==> src/hw/htable_settings.svh <==
/*
 * Build-time settings of the multi-table hash lookup engine.
 * Include wherever widths, table count or hash seeds are needed.
 */
`ifndef HTABLE_SETTINGS_SVH
`define HTABLE_SETTINGS_SVH

// --------------------------------------------------
// Entry field widths
// --------------------------------------------------
`define HTABLE_KEY_W      16
`define HTABLE_VALUE_W    16

// --------------------------------------------------
// Table geometry
// --------------------------------------------------
`define HTABLE_NUM_TABLES 3
`define HTABLE_DEPTH      64
`define HTABLE_INDEX_W    6

// Per-table hash seeds, XORed into the rotated key
`define HTABLE_SEED_0     16'h5a3c
`define HTABLE_SEED_1     16'h9e37
`define HTABLE_SEED_2     16'h1b6d

`endif
==> src/hw/htable_pkg.sv <==
/*
 * Shared types of the hash lookup engine: key, value, index, entry word
 * and the insert mode. Also holds the per-table hash seed lookup.
 */
`include "htable_settings.svh"

package htable_pkg;

    // Basic fields
    typedef logic [`HTABLE_KEY_W-1:0]   key_t;
    typedef logic [`HTABLE_VALUE_W-1:0] value_t;
    typedef logic [`HTABLE_INDEX_W-1:0] index_t;

    // How application updates are spread over the tables
    typedef enum logic {
        HTABLE_INSERT_RR        = 1'b0,
        HTABLE_INSERT_BROADCAST = 1'b1
    } insert_mode_t;

    // One memory word of a table
    typedef struct packed {
        logic   valid;
        key_t   key;
        value_t value;
    } entry_t;

    // --------------------------------------------------
    // Seed of a given table number
    // --------------------------------------------------
    function automatic key_t hash_seed(input int tbl);
        key_t seed;
        case (tbl)
            0:       seed = `HTABLE_SEED_0;
            1:       seed = `HTABLE_SEED_1;
            2:       seed = `HTABLE_SEED_2;
            default: seed = '0;
        endcase
        return seed;
    endfunction

endpackage : htable_pkg

==> src/hw/htable_update_dist.sv <==
/*
 * Spreads application updates over the tables, one table per request in
 * round-robin order or all tables at once in broadcast mode, and folds
 * the table acks back into one update_ack. Outputs are combinational.
 */
`timescale 1ns/100ps
`include "htable_settings.svh"

module htable_update_dist #(
    parameter htable_pkg::insert_mode_t MODE = htable_pkg::HTABLE_INSERT_RR
) (
    input  logic                          clk,
    input  logic                          rst_n,
    input  logic                          update_req,
    output logic [`HTABLE_NUM_TABLES-1:0] tbl_update_req,
    input  logic [`HTABLE_NUM_TABLES-1:0] tbl_update_ack,
    output logic                          update_ack
);
    import htable_pkg::*;

    localparam int N     = `HTABLE_NUM_TABLES;
    localparam int PTR_W = (N > 1) ? $clog2(N) : 1;

    generate
        if (MODE == HTABLE_INSERT_RR) begin : g_rr
            // --------------------------------------------------
            // Round-robin
            // --------------------------------------------------
            logic [PTR_W-1:0] ptr;

            // Advance on every accepted update, wrap after the last table
            always_ff @(posedge clk or negedge rst_n) begin
                if (!rst_n) begin
                    ptr <= '0;
                end else if (update_req) begin
                    ptr <= (ptr == PTR_W'(N - 1)) ? '0 : ptr + 1'b1;
                end
            end

            // Route the request to the selected table only
            for (genvar g_tbl = 0; g_tbl < N; g_tbl++) begin : g_tbl
                assign tbl_update_req[g_tbl] = update_req && (ptr == PTR_W'(g_tbl));
            end

            // Exactly one table acks per request
            assign update_ack = |tbl_update_ack;
        end else begin : g_bcast
            // Broadcast: every table takes every update
            assign tbl_update_req = {N{update_req}};
            // Tables run in lockstep, so table 0 speaks for all
            assign update_ack     = tbl_update_ack[0];
        end
    endgenerate

endmodule : htable_update_dist

==> config.mk <==
export PLATFORM = sky130hd
export DESIGN_NAME = htable_update_dist
export DESIGN_NICKNAME = d
export VERILOG_FILES = /design/src/hw/htable_pkg.sv /design/src/hw/htable_update_dist.sv
export VERILOG_INCLUDE_DIRS = /design/src /design/src/hw
export SDC_FILE = /design/constraint.sdc
export NUM_CORES = 1
export LEC_CHECK = 0
export ABC_AREA = 1
export BUFFER_PORTS_ARGS = -buffer_cell sky130_fd_sc_hd__buf_2
export CAP_MARGIN = 20
export CORE_AREA = 5 5 42 44
export CTS_CLUSTER_SIZE = 20
export DETAILED_ROUTE_END_ITERATION = 8
export DIE_AREA = 0 0 47 49
export HOLD_SLACK_MARGIN = 0.15
export PLACE_DENSITY = 0.34
export SLEW_MARGIN = 10
export SYNTH_ARGS = -nofsm -noshare
export SYNTH_HDL_FRONTEND = slang
export SYNTH_SLANG_ARGS = --single-unit
==> constraint.sdc <==
create_clock -name clk -period 0.8 [get_ports clk]
set_input_delay 0.04 -clock clk [delete_from_list [all_inputs] [get_ports clk]]
set_output_delay 0.04 -clock clk [all_outputs]
set_load 0.005 [all_outputs]
# Word level (Yosys, flattened, before mapping)

Index checks and enable logic that the tools add are counted.

Bits in registers: 2
Input port bits: 6
Output and inout port bits: 4
Word-level logic and storage cells: 10

Add/subtract/negate cells: 1
Eq/ne operators: 2
Multiplexer cells: 1
Reductions and logical operators: 5

Operators by type and width:

| cell                | number |
|---|---|
| $logic_and 1x1->1   | 3 |
| $reduce_or 3->1     | 1 |
| $add 2x1->2 const B | 1 |
| $eq 2x1->1 const B  | 1 |
| $eq 2x2->1 const B  | 1 |
| $logic_not 2->1     | 1 |
| $mux 2              | 1 |

# Logic depth before layout (Yosys ltp)

Depth after elaboration: 2
Gate-level depth with buffers: 3
Depth with buffers taken out: 3

# Worst setup path before layout

OpenSTA, ideal clock, no wires.

Path type: reg2reg
From: reg g_rr.ptr[0]
To: reg g_rr.ptr[0]
Library setup time: 0.065 ns
Arrival time: 0.582 ns
Data required time: 0.735 ns
Slack: 0.153 ns
Cell stages (with the launch flop): 4
Path buffers: 0
Clock period less this slack: 0.647 ns
Cell sequence: dfrtp_1 > nor2_1 > nand2_1 > nand2_1

Word-level cells in the longest chain between the ends: 2
Elaborated cells between the ends (all ways): 3
Those cells by class: add/sub: 1; eq/ne: 1; mux: 1

RTL lines:

| what                                      | RTL line                 | source |
|---|---|---|
| from (decl)                               | htable_update_dist.sv:29 | `logic [PTR_W-1:0] ptr;` |
| from (signal assigned)                    | htable_update_dist.sv:36 | `ptr <= (ptr == PTR_W'(N - 1)) ? '0 : ptr + 1'b1;` |
| $add 2x1->2 or $eq 2x2->1 (tied branches) | htable_update_dist.sv:36 |  |
| $mux 2 (*)                                | htable_update_dist.sv:36 |  |

Mark *: on every way between the ends. The rest lies on a longest branch, timed or not.
A chain may end at the register's enable or synchronous reset.

# Worst setup path in the final report

From: reg g_rr.ptr[1]
To: out tbl_update_req[0]

Word-level cells in the longest chain between the ends: 2

RTL lines:

| what              | RTL line                 | source |
|---|---|---|
| $logic_not 2->1   | htable_update_dist.sv:42 | `assign tbl_update_req[g_tbl] = update_req && (ptr == PTR_W'(g_tbl));` |
| $logic_and 1x1->1 | htable_update_dist.sv:42 |  |
| to (decl)         | htable_update_dist.sv:15 | `` output logic [`HTABLE_NUM_TABLES-1:0] tbl_update_req, `` |

Every way passes these cells.

==> impl_metrics.yaml <==
synth:
  ys.flop_type: "dfrtp_1"
  ys_warn_count: 0
  synth_area_leaders: "dfrtp_1 (45%), nand2_1 (24%), inv_1 (17%), nor2_1 (10%), nand3_1 (4.5%)"
  yosysMostFrequentCell: "nand2_1"
  ys_ff_latch: 2
  synth_top_area_share_pct: 44.9
  synth_commonest_cells: "nand2_1 (7), inv_1 (5), nor2_1 (3)"
  ys_types: 5
  synth_edf_count: 0
  syn-num-nets: 24
  ys_seq_area_share_pct: 44.9
  synth_async_sr_flop_share_pct: 100
  syn_avg_cell_area_um2: 6.19
  synthCells: 18
  synth_largest_area_cell: "dfrtp_1"
  synthesis.area_um2: 111
power_and_ir_drop:
  p_sw_w: 0.000175
  leakage_nw: 0.142
  p_per_area_nw_per_um2: 2560
  power_w: 0.000574
  pwr-share-comb_pct: 30.1
  vdd_drop_max_v: 0.000842
  internal_power_w: 0.000399
  pwr-share-clk_pct: 38.5
  seqPwrFrac_pct: 31.4
  swShare_pct: 30.6
sta:
  slew_headroom_pct: 91.7
  finalSetupViolCount: 4
  rsz0062_at_grt: "true"
  hold_viol_final: 0
  period_share_pct: 123
  period_needed_ns: 0.986
  fmax_mhz: 1010
  clock_skew_ns: 0.000487
  setup_tns_ns: -0.445
  final.setup.worst_slack_ns: -0.186
  drv_slew: 0
  worst_pin_slew_ns: 0.124
cts:
  clockBufferDepth: 2
  clock_latency_ns: 0.22
  clk_pin_slew_ns: 0.03
  root_buffer: "clkbuf_4"
  cts_buffers: 3
  htree_levels: 1
  cts_tree: "yes"
  clock_sinks: 2
grt:
  grt_most_used_layer: "met4"
  grt_max_degree: 5
  antenna_found_initial: 0
  grt_pass1_vias: 130
  grt_util_met2_pct: 3.17
  groute.layer.met3.usage_pct: 1.85
  use_met1_pct: 3.30
  grt_usage_pct: 3.24
  grt_pass1_wl_um: 462
  gr-total-overflow: 0
critical_path:
  cp-end-kind: "output pin"
  critPathKind: "reg2out"
  worstPathArrival_ns: 0.95
  worstPathRequired_ns: 0.76
  worst_setup_path_start_kind: "register"
  crit_path_max_fanout: 4
die:
  start_util_pct: 7.95
  num_rows: 14
  dieArea_um2: 2300
  core_um2: 1400
  die_w_um: 47
  die_h_um: 49
  pin_count: 10
detailed_routing:
  avgViaCountPerCell: 3.00
  drt-pass1-iter-count: 4
  routed_wl_um: 324
  drc: 0
  wl_per_cell_um: 6.75
  via_count: 144
  first_iter_violations: 1
  ant_nets: 0
finish:
  syn_to_final_growth_pct: 101
  top_regs: "g_rr.ptr x2"
  n_fill_cell: 174
  regArea_um2: 50.0
  fin_nets: 40
  n_antenna_cell: 0
  multiInputGateArea_um2: 45.0
  fin_cells: 48
  largest_reg_flops: 2
  top_register: "g_rr.ptr"
  final_layout_size_suffix_gt1_share_pct: 40.6
placed_design:
  placed_cells_incl_taps: 43
  place.gp.congestion: 0.583
  portBuffers: 9
status:
  status: "finished, violations left"
  violations: "negative setup slack"
flow_run:
  maxCapViolCount: 0
hold_path:
  hold_class: "in2reg"
cell usage in the layout, fill, tap and decap left out:
cell type,instances
buf_2,8
buf_4,1
clkbuf_4,3
dfrtp_1,2
dlygate4sd3_1,2
inv_1,5
nand2_1,6
nand2_2,1
nand3_1,1
nor2_1,3
final timing paths:
kind | start | to | slack (ns) | cells past startpoint
worst max-delay path | g_rr.ptr[1]$_DFFE_PN0P_ | tbl_update_req[0] | -0.19 | 4
worst min-delay path | update_req | g_rr.ptr[1]$_DFFE_PN0P_ | 0.12 | 4
worst max register to register | g_rr.ptr[1]$_DFFE_PN0P_ | g_rr.ptr[0]$_DFFE_PN0P_ | -0.01 | 4
worst min register to register | g_rr.ptr[1]$_DFFE_PN0P_ | g_rr.ptr[1]$_DFFE_PN0P_ | 0.54 | 2
max in group asynchronous | rst_n | g_rr.ptr[0]$_DFFE_PN0P_ | 0.09 | 2
min in group asynchronous | rst_n | g_rr.ptr[1]$_DFFE_PN0P_ | 0.59 | 2
worst max-delay path: stages (launching register included):
cell and delay, ns:
dfrtp_1 0.39, nor2_1 0.11, nand2_1 0.07, inv_1 0.05, buf_2 0.10
through the flow:
step	worst slack, ns	util, %	hold WS, ns	instance area, um2
global placement	0.0465	12.6	-0.171	176
detailed placement	0.0377	12.6	-0.172	176
CTS	-0.207	16.3	0.0894	229
floorplan	0.153	-	-0.256	111
finish	-0.186	16.0	0.123	224
global route	-0.277	16.0	0.169	224
power by group through the flow:
stage	logic [W]	clock network [W]	registers, W
after floorplan	0.0000818	0	0.000172
after global placement	0.000144	0	0.000181
after detailed placement	0.000147	0	0.000181
after CTS	0.000159	0.000242	0.000180
after global routing	0.000206	0.000240	0.000190
final	0.000173	0.000221	0.000180
layer usage:
metal / share of wire (%) / up-vias
met5: 0 / -
met4: 0 / 0
met3: 24 / 0
met2: 36 / 9
met1: 39 / 57
li1: - / 78
final cells by class:
cell class | instances | area share, %
Tap cell | 16 | 8.94
Multi-Input combinational cell | 11 | 20.1
Clock buffer | 3 | 10.1
Timing Repair Buffer | 11 | 30.2
Inverter | 5 | 8.38
Sequential cell | 2 | 22.3
cell families (layout without fill, tap and decap cells):
family                 count (synthesis)  in the layout  synth area share [%]
and+or+nand+nor                       11             11                  38.2
buffers and inverters                  5             19                  16.9
DFF                                    2              2                  44.9
timing repair:
action                                  in CTS  in global routing
setup buffers                                0                  1
resized for setup                            0                  1
hold buffers                                 3                  0
pin swaps                                    2                  4
cloned                                       0                  0
endpoints found under the setup margin       3                  6
endpoints found under the hold margin        4                  0
(Power assumes the default switching activity.)
