## config.mk

```make
export PLATFORM = sky130hd
export DESIGN_NAME = htable_core
export DESIGN_NICKNAME = d
export VERILOG_FILES = /design/src/hw/htable_pkg.sv /design/src/hw/htable_core.sv /design/src/hw/htable_mem.sv /design/src/hw/htable_hash.sv
export VERILOG_INCLUDE_DIRS = /design/src /design/src/hw
export SDC_FILE = /design/constraint.sdc
export NUM_CORES = 2
export LEC_CHECK = 0
export ABC_CLOCK_PERIOD_IN_PS = 14200
export BUFFER_PORTS_ARGS = -buffer_cell sky130_fd_sc_hd__buf_2
export CAP_MARGIN = 15
export CORE_MARGIN = 4
export CORE_UTILIZATION = 40
export CTS_CLUSTER_DIAMETER = 60
export DETAILED_ROUTE_END_ITERATION = 7
export GPL_TIMING_DRIVEN = 1
export PLACE_DENSITY = 0.53
export SLEW_MARGIN = 20
export SYNTH_ARGS = -nofsm -noshare
export SYNTH_HDL_FRONTEND = slang
export SYNTH_HIERARCHICAL = 1
export SYNTH_SLANG_ARGS = --single-unit
```

## constraint.sdc

```tcl
create_clock -name clk -period 14.2 [get_ports clk]
set_clock_uncertainty 0.1 [all_clocks]
set_input_delay 0.71 -clock clk [delete_from_list [all_inputs] [get_ports clk]]
set_output_delay 0.71 -clock clk [all_outputs]
set_load 0.01 [all_outputs]
```

## src/hw/htable_settings.svh

```systemverilog
/*
 * Build-time settings of the multi-table hash lookup engine.
 * Include wherever widths, table count or hash seeds are needed.
 */
`ifndef HTABLE_SETTINGS_SVH
`define HTABLE_SETTINGS_SVH

// --------------------------------------------------
// Entry field widths
// --------------------------------------------------
`define HTABLE_KEY_W      16
`define HTABLE_VALUE_W    16

// --------------------------------------------------
// Table geometry
// --------------------------------------------------
`define HTABLE_NUM_TABLES 3
`define HTABLE_DEPTH      64
`define HTABLE_INDEX_W    6

// Per-table hash seeds, XORed into the rotated key
`define HTABLE_SEED_0     16'h5a3c
`define HTABLE_SEED_1     16'h9e37
`define HTABLE_SEED_2     16'h1b6d

`endif
```

## src/hw/htable_pkg.sv

```systemverilog
/*
 * Shared types of the hash lookup engine: key, value, index, entry word
 * and the insert mode. Also holds the per-table hash seed lookup.
 */
`include "htable_settings.svh"

package htable_pkg;

    // Basic fields
    typedef logic [`HTABLE_KEY_W-1:0]   key_t;
    typedef logic [`HTABLE_VALUE_W-1:0] value_t;
    typedef logic [`HTABLE_INDEX_W-1:0] index_t;

    // How application updates are spread over the tables
    typedef enum logic {
        HTABLE_INSERT_RR        = 1'b0,
        HTABLE_INSERT_BROADCAST = 1'b1
    } insert_mode_t;

    // One memory word of a table
    typedef struct packed {
        logic   valid;
        key_t   key;
        value_t value;
    } entry_t;

    // --------------------------------------------------
    // Seed of a given table number
    // --------------------------------------------------
    function automatic key_t hash_seed(input int tbl);
        key_t seed;
        case (tbl)
            0:       seed = `HTABLE_SEED_0;
            1:       seed = `HTABLE_SEED_1;
            2:       seed = `HTABLE_SEED_2;
            default: seed = '0;
        endcase
        return seed;
    endfunction

endpackage : htable_pkg

```

## src/hw/htable_core.sv

```systemverilog
/*
 * One hash table: init sweep after reset, 3-cycle lookup pipeline and
 * 2-cycle update write path. Requests arrive already qualified by the
 * top, so the core takes every req pulse as accepted.
 */
`timescale 1ns/100ps
`include "htable_settings.svh"

module htable_core #(
    parameter int TABLE_ID = 0
) (
    input  logic               clk,
    input  logic               rst_n,
    output logic               init_done,
    input  logic               lookup_req,
    input  htable_pkg::key_t   lookup_key,
    output logic               lookup_ack,
    output logic               lookup_hit,
    output htable_pkg::value_t lookup_value,
    input  logic               update_req,
    input  htable_pkg::key_t   update_key,
    input  htable_pkg::value_t update_value,
    output logic               update_ack
);
    import htable_pkg::*;

    // --------------------------------------------------
    // Signals
    // --------------------------------------------------
    // Init sweep
    index_t init_addr;

    // Lookup pipeline
    index_t lk_index;
    logic   lk_v1;
    logic   lk_v2;
    key_t   lk_key1;
    key_t   lk_key2;
    entry_t rd_entry;

    // Update path
    index_t up_index;
    logic   up_v1;
    key_t   up_key1;
    value_t up_val1;
    logic   wr_v;
    index_t wr_index_q;
    entry_t wr_entry_q;

    // Memory write port after the init mux
    logic   mem_wr_en;
    index_t mem_wr_index;
    entry_t mem_wr_entry;

    // --------------------------------------------------
    // Init sweep
    // --------------------------------------------------
    // Walks every address once, writing invalid entries
    always_ff @(posedge clk or negedge rst_n) begin
        if (!rst_n) begin
            init_addr <= '0;
            init_done <= 1'b0;
        end else if (!init_done) begin
            if (init_addr == index_t'(`HTABLE_DEPTH - 1)) begin
                init_done <= 1'b1;
            end else begin
                init_addr <= init_addr + 1'b1;
            end
        end
    end

    // --------------------------------------------------
    // Lookup pipeline
    // --------------------------------------------------
    // Stage 1: hash registers the read index
    htable_hash #(.TABLE_ID(TABLE_ID)) i_lookup_hash (
        .clk   (clk),
        .rst_n (rst_n),
        .key   (lookup_key),
        .index (lk_index)
    );

    // Valid bits follow the hash and the memory read
    always_ff @(posedge clk or negedge rst_n) begin
        if (!rst_n) begin
            lk_v1      <= 1'b0;
            lk_v2      <= 1'b0;
            lookup_ack <= 1'b0;
            lookup_hit <= 1'b0;
        end else begin
            lk_v1      <= lookup_req;
            lk_v2      <= lk_v1;
            lookup_ack <= lk_v2;
            // Stage 3: stored key must match and entry be valid
            lookup_hit <= lk_v2 && rd_entry.valid && (rd_entry.key == lk_key2);
        end
    end

    // Key and value carried alongside
    always_ff @(posedge clk) begin
        lk_key1      <= lookup_key;
        lk_key2      <= lk_key1;
        lookup_value <= rd_entry.value;
    end

    // --------------------------------------------------
    // Update path
    // --------------------------------------------------
    htable_hash #(.TABLE_ID(TABLE_ID)) i_update_hash (
        .clk   (clk),
        .rst_n (rst_n),
        .key   (update_key),
        .index (up_index)
    );

    always_ff @(posedge clk or negedge rst_n) begin
        if (!rst_n) begin
            up_v1 <= 1'b0;
            wr_v  <= 1'b0;
        end else begin
            up_v1 <= update_req;
            wr_v  <= up_v1;
        end
    end

    // Stage 2 builds the entry; a collision simply overwrites
    always_ff @(posedge clk) begin
        up_key1    <= update_key;
        up_val1    <= update_value;
        wr_index_q <= up_index;
        wr_entry_q <= '{valid: 1'b1, key: up_key1, value: up_val1};
    end

    // Ack in the cycle the write lands
    assign update_ack = wr_v;

    // Init sweep owns the write port until it finishes
    always_comb begin
        if (!init_done) begin
            mem_wr_en    = 1'b1;
            mem_wr_index = init_addr;
            mem_wr_entry = '0;
        end else begin
            mem_wr_en    = wr_v;
            mem_wr_index = wr_index_q;
            mem_wr_entry = wr_entry_q;
        end
    end

    htable_mem i_mem (
        .clk      (clk),
        .wr_en    (mem_wr_en),
        .wr_index (mem_wr_index),
        .wr_entry (mem_wr_entry),
        .rd_index (lk_index),
        .rd_entry (rd_entry)
    );

endmodule : htable_core

```

## src/hw/htable_mem.sv

```systemverilog
/*
 * Entry memory of one table: one synchronous write port and one read
 * port with a registered output. Contents are cleared by the core's
 * init sweep after reset.
 */
`timescale 1ns/100ps
`include "htable_settings.svh"

module htable_mem (
    input  logic               clk,
    input  logic               wr_en,
    input  htable_pkg::index_t wr_index,
    input  htable_pkg::entry_t wr_entry,
    input  htable_pkg::index_t rd_index,
    output htable_pkg::entry_t rd_entry
);
    import htable_pkg::*;

    // --------------------------------------------------
    // Storage
    // --------------------------------------------------
    entry_t mem [`HTABLE_DEPTH];

    // Write port
    always_ff @(posedge clk) begin
        if (wr_en) begin
            mem[wr_index] <= wr_entry;
        end
    end

    // --------------------------------------------------
    // Read port
    // --------------------------------------------------
    // Read-before-write on an address clash; the core's
    // pipeline keeps writes ahead of dependent lookups
    always_ff @(posedge clk) begin
        rd_entry <= mem[rd_index];
    end

endmodule : htable_mem

```

## src/hw/htable_hash.sv

```systemverilog
/*
 * Registered hash of a key into a table index.
 * Index is the low bits of the key rotated left by 5*TABLE_ID, XORed
 * with that table's seed. One cycle of latency.
 */
`timescale 1ns/100ps
`include "htable_settings.svh"

module htable_hash #(
    parameter int TABLE_ID = 0
) (
    input  logic              clk,
    input  logic              rst_n,
    input  htable_pkg::key_t  key,
    output htable_pkg::index_t index
);
    import htable_pkg::*;

    // Rotation amount differs per table so each table spreads keys its own way
    localparam int ROT = (5 * TABLE_ID) % `HTABLE_KEY_W;

    // --------------------------------------------------
    // Rotate and seed
    // --------------------------------------------------
    logic [2*`HTABLE_KEY_W-1:0] key_dbl;
    key_t                       key_rot;
    key_t                       key_mix;

    always_comb begin
        // Upper half of the doubled key after the shift is the rotated key
        key_dbl = {key, key} << ROT;
        key_rot = key_dbl[2*`HTABLE_KEY_W-1:`HTABLE_KEY_W];
        key_mix = key_rot ^ hash_seed(TABLE_ID);
    end

    // Register stage, low bits only
    always_ff @(posedge clk or negedge rst_n) begin
        if (!rst_n) begin
            index <= '0;
        end else begin
            index <= index_t'(key_mix);
        end
    end

endmodule : htable_hash

```

### Word level (Yosys, flattened, before mapping)

Memory sizes are Yosys's and may differ from the RTL's. A register that Yosys moved wholly into a read port is not among the register bits.
Index checks and enable logic that the tools add are counted.

| storage, ports and cells | value |
|---|---|
| bits in registers | 143 |
| latch bits | 0 |
| bits in writable memories | 2112 |
| ROM bits | 0 |
| bits of input ports | 52 |
| output and inout bits | 20 |
| logic and storage cells | 36 |
| memories | 1 |

| operators by class | value |
|---|---|
| $add $sub $neg | 1 |
| $mul | 0 |
| div/mod/pow operators | 0 |
| magnitude comparators | 0 |
| eq/ne operators | 2 |
| shifts and indexed selects | 0 |
| multiplexer cells | 7 |
| bitwise gates (word level) | 4 |
| reduce and logical (&&, ||, !) cells | 3 |

Memories:

| name | words | width | rd ports | clocked after Yosys merged registers in | write ports | RTL line | source |
|---|---|---|---|---|---|---|---|
| i_mem.mem | 64 | 33 | 1 | 1 | 1 | htable_mem.sv:22 | `` entry_t mem [`HTABLE_DEPTH]; `` |

Operators with widths:

| cell | count |
|---|---|
| 33-bit 2-to-1 mux | 1 |
| 16-bit equality test | 1 |
| 4-bit NOT | 2 |
| 6-bit by 1-bit adder with 6-bit output, second input constant | 1 |
| 6-bit equality test, second input constant | 1 |
| 6-bit 2-to-1 mux | 1 |
| 1-bit 2-to-1 mux | 5 |
| 1-bit logical AND | 2 |
| 1-bit NOT | 2 |
| 2-bit AND reduction | 1 |

### Logic depth before layout (Yosys ltp)

| logic depth | value |
|---|---|
| depth after elaboration | 3 |
| mapped depth | 10 |
| depth with buffers taken out | 5 |

### Modules after synthesis

The synthesis kept the hierarchy.

By module, submodules not included:

| module | times used | cells an instance | area each (um^2) | seq. area each (um^2) |
|---|---|---|---|---|
| htable_mem | 1 | 3598 | 81192.9 | 64081.5 |
| htable_core | 1 | 213 | 3286.9 | 2687.6 |
| htable_hash | 2 | 10 | 165.2 | 150.1 |

### Least setup slack after synthesis

No wires, ideal clock.

| timing path | value |
|---|---|
| path type | register -> register |
| start | register init_done |
| end | memory i_mem/mem[48][0] (netlist name) (enable) |
| library setup time | 0.464 ns |
| arrival time | 4.676 ns |
| data required time | 13.636 ns |
| path slack | 8.960 ns |
| cell stages (with the launch flop) | 7 |
| path buffers | 2 |
| clock period less this slack | 5.240 ns |
| path through | dfrtp_1 -> clkbuf_1 -> mux2_2 -> clkbuf_1 -> nor2b_1 -> nand4b_1 -> nor3_1 |

| on the way | value |
|---|---|
| elaborated cells on any way between the ends | 4 |
| classes of those cells | mux: 4 |

RTL lines:

| item | RTL line | source |
|---|---|---|
| start: declaration | htable_core.sv:14 | `output logic init_done,` |
| start signal: assignment | htable_core.sv:62 | `init_done <= 1'b0;` |
| start signal: assignment | htable_core.sv:65 | `init_done <= 1'b1;` |
| 6-bit 2-to-1 mux | htable_core.sv:139 | `if (!init_done) begin` |
| via mem_wr_index[3] | htable_core.sv:52 | `index_t mem_wr_index;` |
| end: declaration | htable_mem.sv:22 |  |

The timed path passes the listed nets, and every way through them passes these cells.

==> results.md <==
* Share of the synthesized area in the top cell type at 0.748
* Share of cells above drive strength 1 at 0.271
* Max IR drop VDD at 0.135 mV
* 1st-pass router iterations at 5
* Row count at 168
* WP data arrival at 5.46 ns
* Worst Path Max Fanout at 98
* Total Wirelength at 230 mm
* Setup Fix Bufs, Post-CTS at 0
* Fmax at 0.208 GHz
* Tcrit/Tclk final at 0.339
* Area of the core at approximately 210000 µm²
* Netlist cell types at 53
* FFs w/ async S/R, synth at 0.0109
* Iter 0 DRT Violations at between 4000 and 5000
* Critical path endpoint category: flop
* Synth Flop Type: edfxtp_1
* Critical Path RT at between 10 and 15 ns
* Clock Sinks at 2288
* Register area share after synthesis at 0.791
* Post-route ant nets at 0
* Unrepaired setup endpoints after global routing: false
* Cell taking the most area after synthesis: edfxtp_1
* Non-Filler Instances at 7129
* Setup Total Neg Slack at 0 ns
* HPWL Detailed at between 100 and 150 mm
* WL/cell at 32.3 µm
* Area Growth Syn to Fin at 14.7%
* H-tree levels at 4
* CTS root buffer: clkbuf_16
* CTS clock-pin slew for the worst setup and hold paths at 0.06 ns
* Placed cell area at just under 90000 µm²
* First-pass GRT wire length at 325 mm
* Critical Path Max Stage Delay at 0.89 ns
* Worst-Skew Late Latency at 0.87 ns
* Crit-path slowest cell: buf_4
* Die Span X at about 470 µm
* Status: complete, no violations
* Sw Share at 0.207
* Max-cap viol count at 0
* Syn_area_per_cell at approximately 22 µm²
* Initial antenna violation count at 7
* Cell Chain, Critical Path: buf_12, buf_4, buf_4, mux4_2, a22oi_1, nand4_1, and3_1
* Number of global-route vias before repair at about 42000
* Most common cell after layout, fill and taps aside: edfxtp_1
* Residual DRC count at 0
* Cell count after synthesis at approximately 3800
* Slew @ Worst Pin at 1.18 ns
* Final Hold Viols at 0
* Total number of vias at 41000
* CTS tree: yes
* Syn nets at 3884
* CP Buf/Inv Count at 3
* Starting Density at 0.403
* Pint at 10.9 mW
* Final core utilization at 0.463
* P_leak at 25.5 nW
* Crit Path Class: flop to flop
* Ys Warns at 6
* Top post-synthesis cells by area: edfxtp_1 75%, mux4_2 13%, dfxtp_1 3.6%
* EDFF count, synth at between 2000 and 2500
* Max_slew headroom at 0.213
* NumNets Final at 4158
* Post-route cell area at a little under 100000 µm²
* PD cells at 141 nW/µm²
* Minimum clock period at about 4.8 ns
* Vias per cell at 5.75
* TritonCTS buffer count at 238
* DIE AREA at 219000 µm²
* GP Congestion at ~0.73
* PortBufs at 71
* Cell count after placement at about 6600
* Gr ovfl total at 0
* Die Ht at 468 µm
* Psw at 2.85 mW
* CP most frequent cell: buf_4
* Critical Path Source Type: flop
* Register share of total power at 0.532
* Top Family by Delay on Critical Path: buffers and inverters
* Clk pwr share at 0.444
* Cell Area, Synth at roughly 85000 µm²
* Pin count of the biggest net entering global routing at between 90 and 100
* I/O pin count at 72
* Max Slew Vio Count at 0
* Clock tree buffer depth at 3
* Commonest cells after routing, fill and taps aside: 2112 x edfxtp_1, 485 x mux4_2, 246 x clkbuf_16
* HP Class: flop to flop
* Comb power frac at 0.025
* Final setup fails at 0
* Total track usage at 0.210
* Yosys reg bits at ~2300
-- power by group through the flow --
stage / registers [mW] / clock network (mW) / logic (mW)
floorplan: 7.43 / 0 / 0.218
global placement: 7.46 / 0 / 0.337
detailed placement: 7.46 / 0 / 0.336
CTS: 7.31 / 6.23 / 0.348
global route: 7.31 / 6.53 / 0.362
finish: 7.31 / 6.10 / 0.341
-- registers in the layout (all words and copies together), names as in the netlist, 16 cells and up --
| name | count |
|---|---|
| i_mem/mem | 2112 |
| lk_key1 | 16 |
| up_val1 | 16 |
| up_key1 | 16 |
| lk_key2 | 16 |
| lookup_value | 16 |
| i_mem/rd_entry | 33 |
| wr_entry_q | 32 |
-- logic make-up (layout without fill, tap and decap cells) --
kind of cell             after synthesis  count (layout)  share of synthesized area
AND/OR/NAND/NOR                      424             424                     0.0252
other                                  0              10                          0
flip-flops                          2288            2288                      0.791
adder cells (fa/ha/maj)                1               1                   0.000148
XOR/XNOR                              20              20                    0.00207
buffers and inverters                221             704                     0.0147
AO/OA/AOI/OAI                        284             284                     0.0253
multiplexers                         593             593                      0.142
-- worst reg2reg max path: stages (launching register included) --
cell	delay, ns
dfrtp_4	0.84
buf_12	0.60
buf_4	0.87
buf_4	0.97
mux4_2	0.63
a22oi_1	0.20
nand4_1	0.21
and3_1	0.27
-- through the flow --
stage	hold slack, ns	power [mW]	setup WS [ns]
6_report	0.219	13.8	9.39
4_1_cts	0.220	13.9	9.22
2_1_floorplan	0.210	7.65	8.96
3_5_place_dp	0.212	7.79	9.25
5_1_grt	0.228	14.2	8.89
3_3_place_gp	0.210	7.79	9.21
-- layout make-up --
| cell class | instances | area, µm² |
|---|---|---|
| Clock buffer | 332 | 6670 |
| Tap cell | 2805 | 3510 |
| Timing Repair Buffer | 242 | 1820 |
| Antenna cell | 10 | 25.0 |
| Sequential cell | 2288 | 67100 |
| Fill cell | 17494 | 113000 |
| Clock inverter | 117 | 1040 |
| Inverter | 13 | 48.8 |
| Multi-Input combinational cell | 1322 | 17100 |
-- cells in the mapped netlist (46+ instances only) --
cell,instances
a22oi_1,77
buf_2,58
clkbuf_1,86
dfxtp_1,151
edfxtp_1,2112
mux2i_1,96
mux4_2,485
nand2_1,104
nand3_1,87
nand4_1,46
nor2_1,71
o221ai_1,46
o22ai_1,59
-- final timing paths --
path                                             startpoint                          endpoint  slack [ns]  depth (start not counted)
setup / recovery           i_lookup_hash/index[0]$_DFF_PN0_        i_mem/rd_entry[12]$_DFF_P_        9.39                          7
hold / removal                          lk_key1[15]$_DFF_P_               lk_key2[15]$_DFF_P_        0.22                          0
setup reg to reg           i_lookup_hash/index[0]$_DFF_PN0_        i_mem/rd_entry[12]$_DFF_P_        9.39                          7
hold reg to reg                         lk_key1[15]$_DFF_P_               lk_key2[15]$_DFF_P_        0.22                          0
max in group asynchronous                             rst_n  i_lookup_hash/index[1]$_DFF_PN0_       12.90                          2
min in group asynchronous                             rst_n  i_update_hash/index[5]$_DFF_PN0_        0.41                          2
-- metal layers --
| layer | track usage | share of wire | vias to the layer above |
|---|---|---|---|
| li1 | - | - | 16685 |
| met1 | 0.297 | 0.43 | 22540 |
| met2 | 0.345 | 0.49 | 1476 |
| met3 | 0.0337 | 0.062 | 299 |
| met4 | 0.0506 | 0.022 | 0 |
| met5 | 0 | 0 | - |
-- repair_timing --
item	in CTS	in global routing
resized for setup	0	0
hold buffers	51	0
endpoints found under the hold margin	87	0
Note: power is estimated with default switching activity, not from simulation.
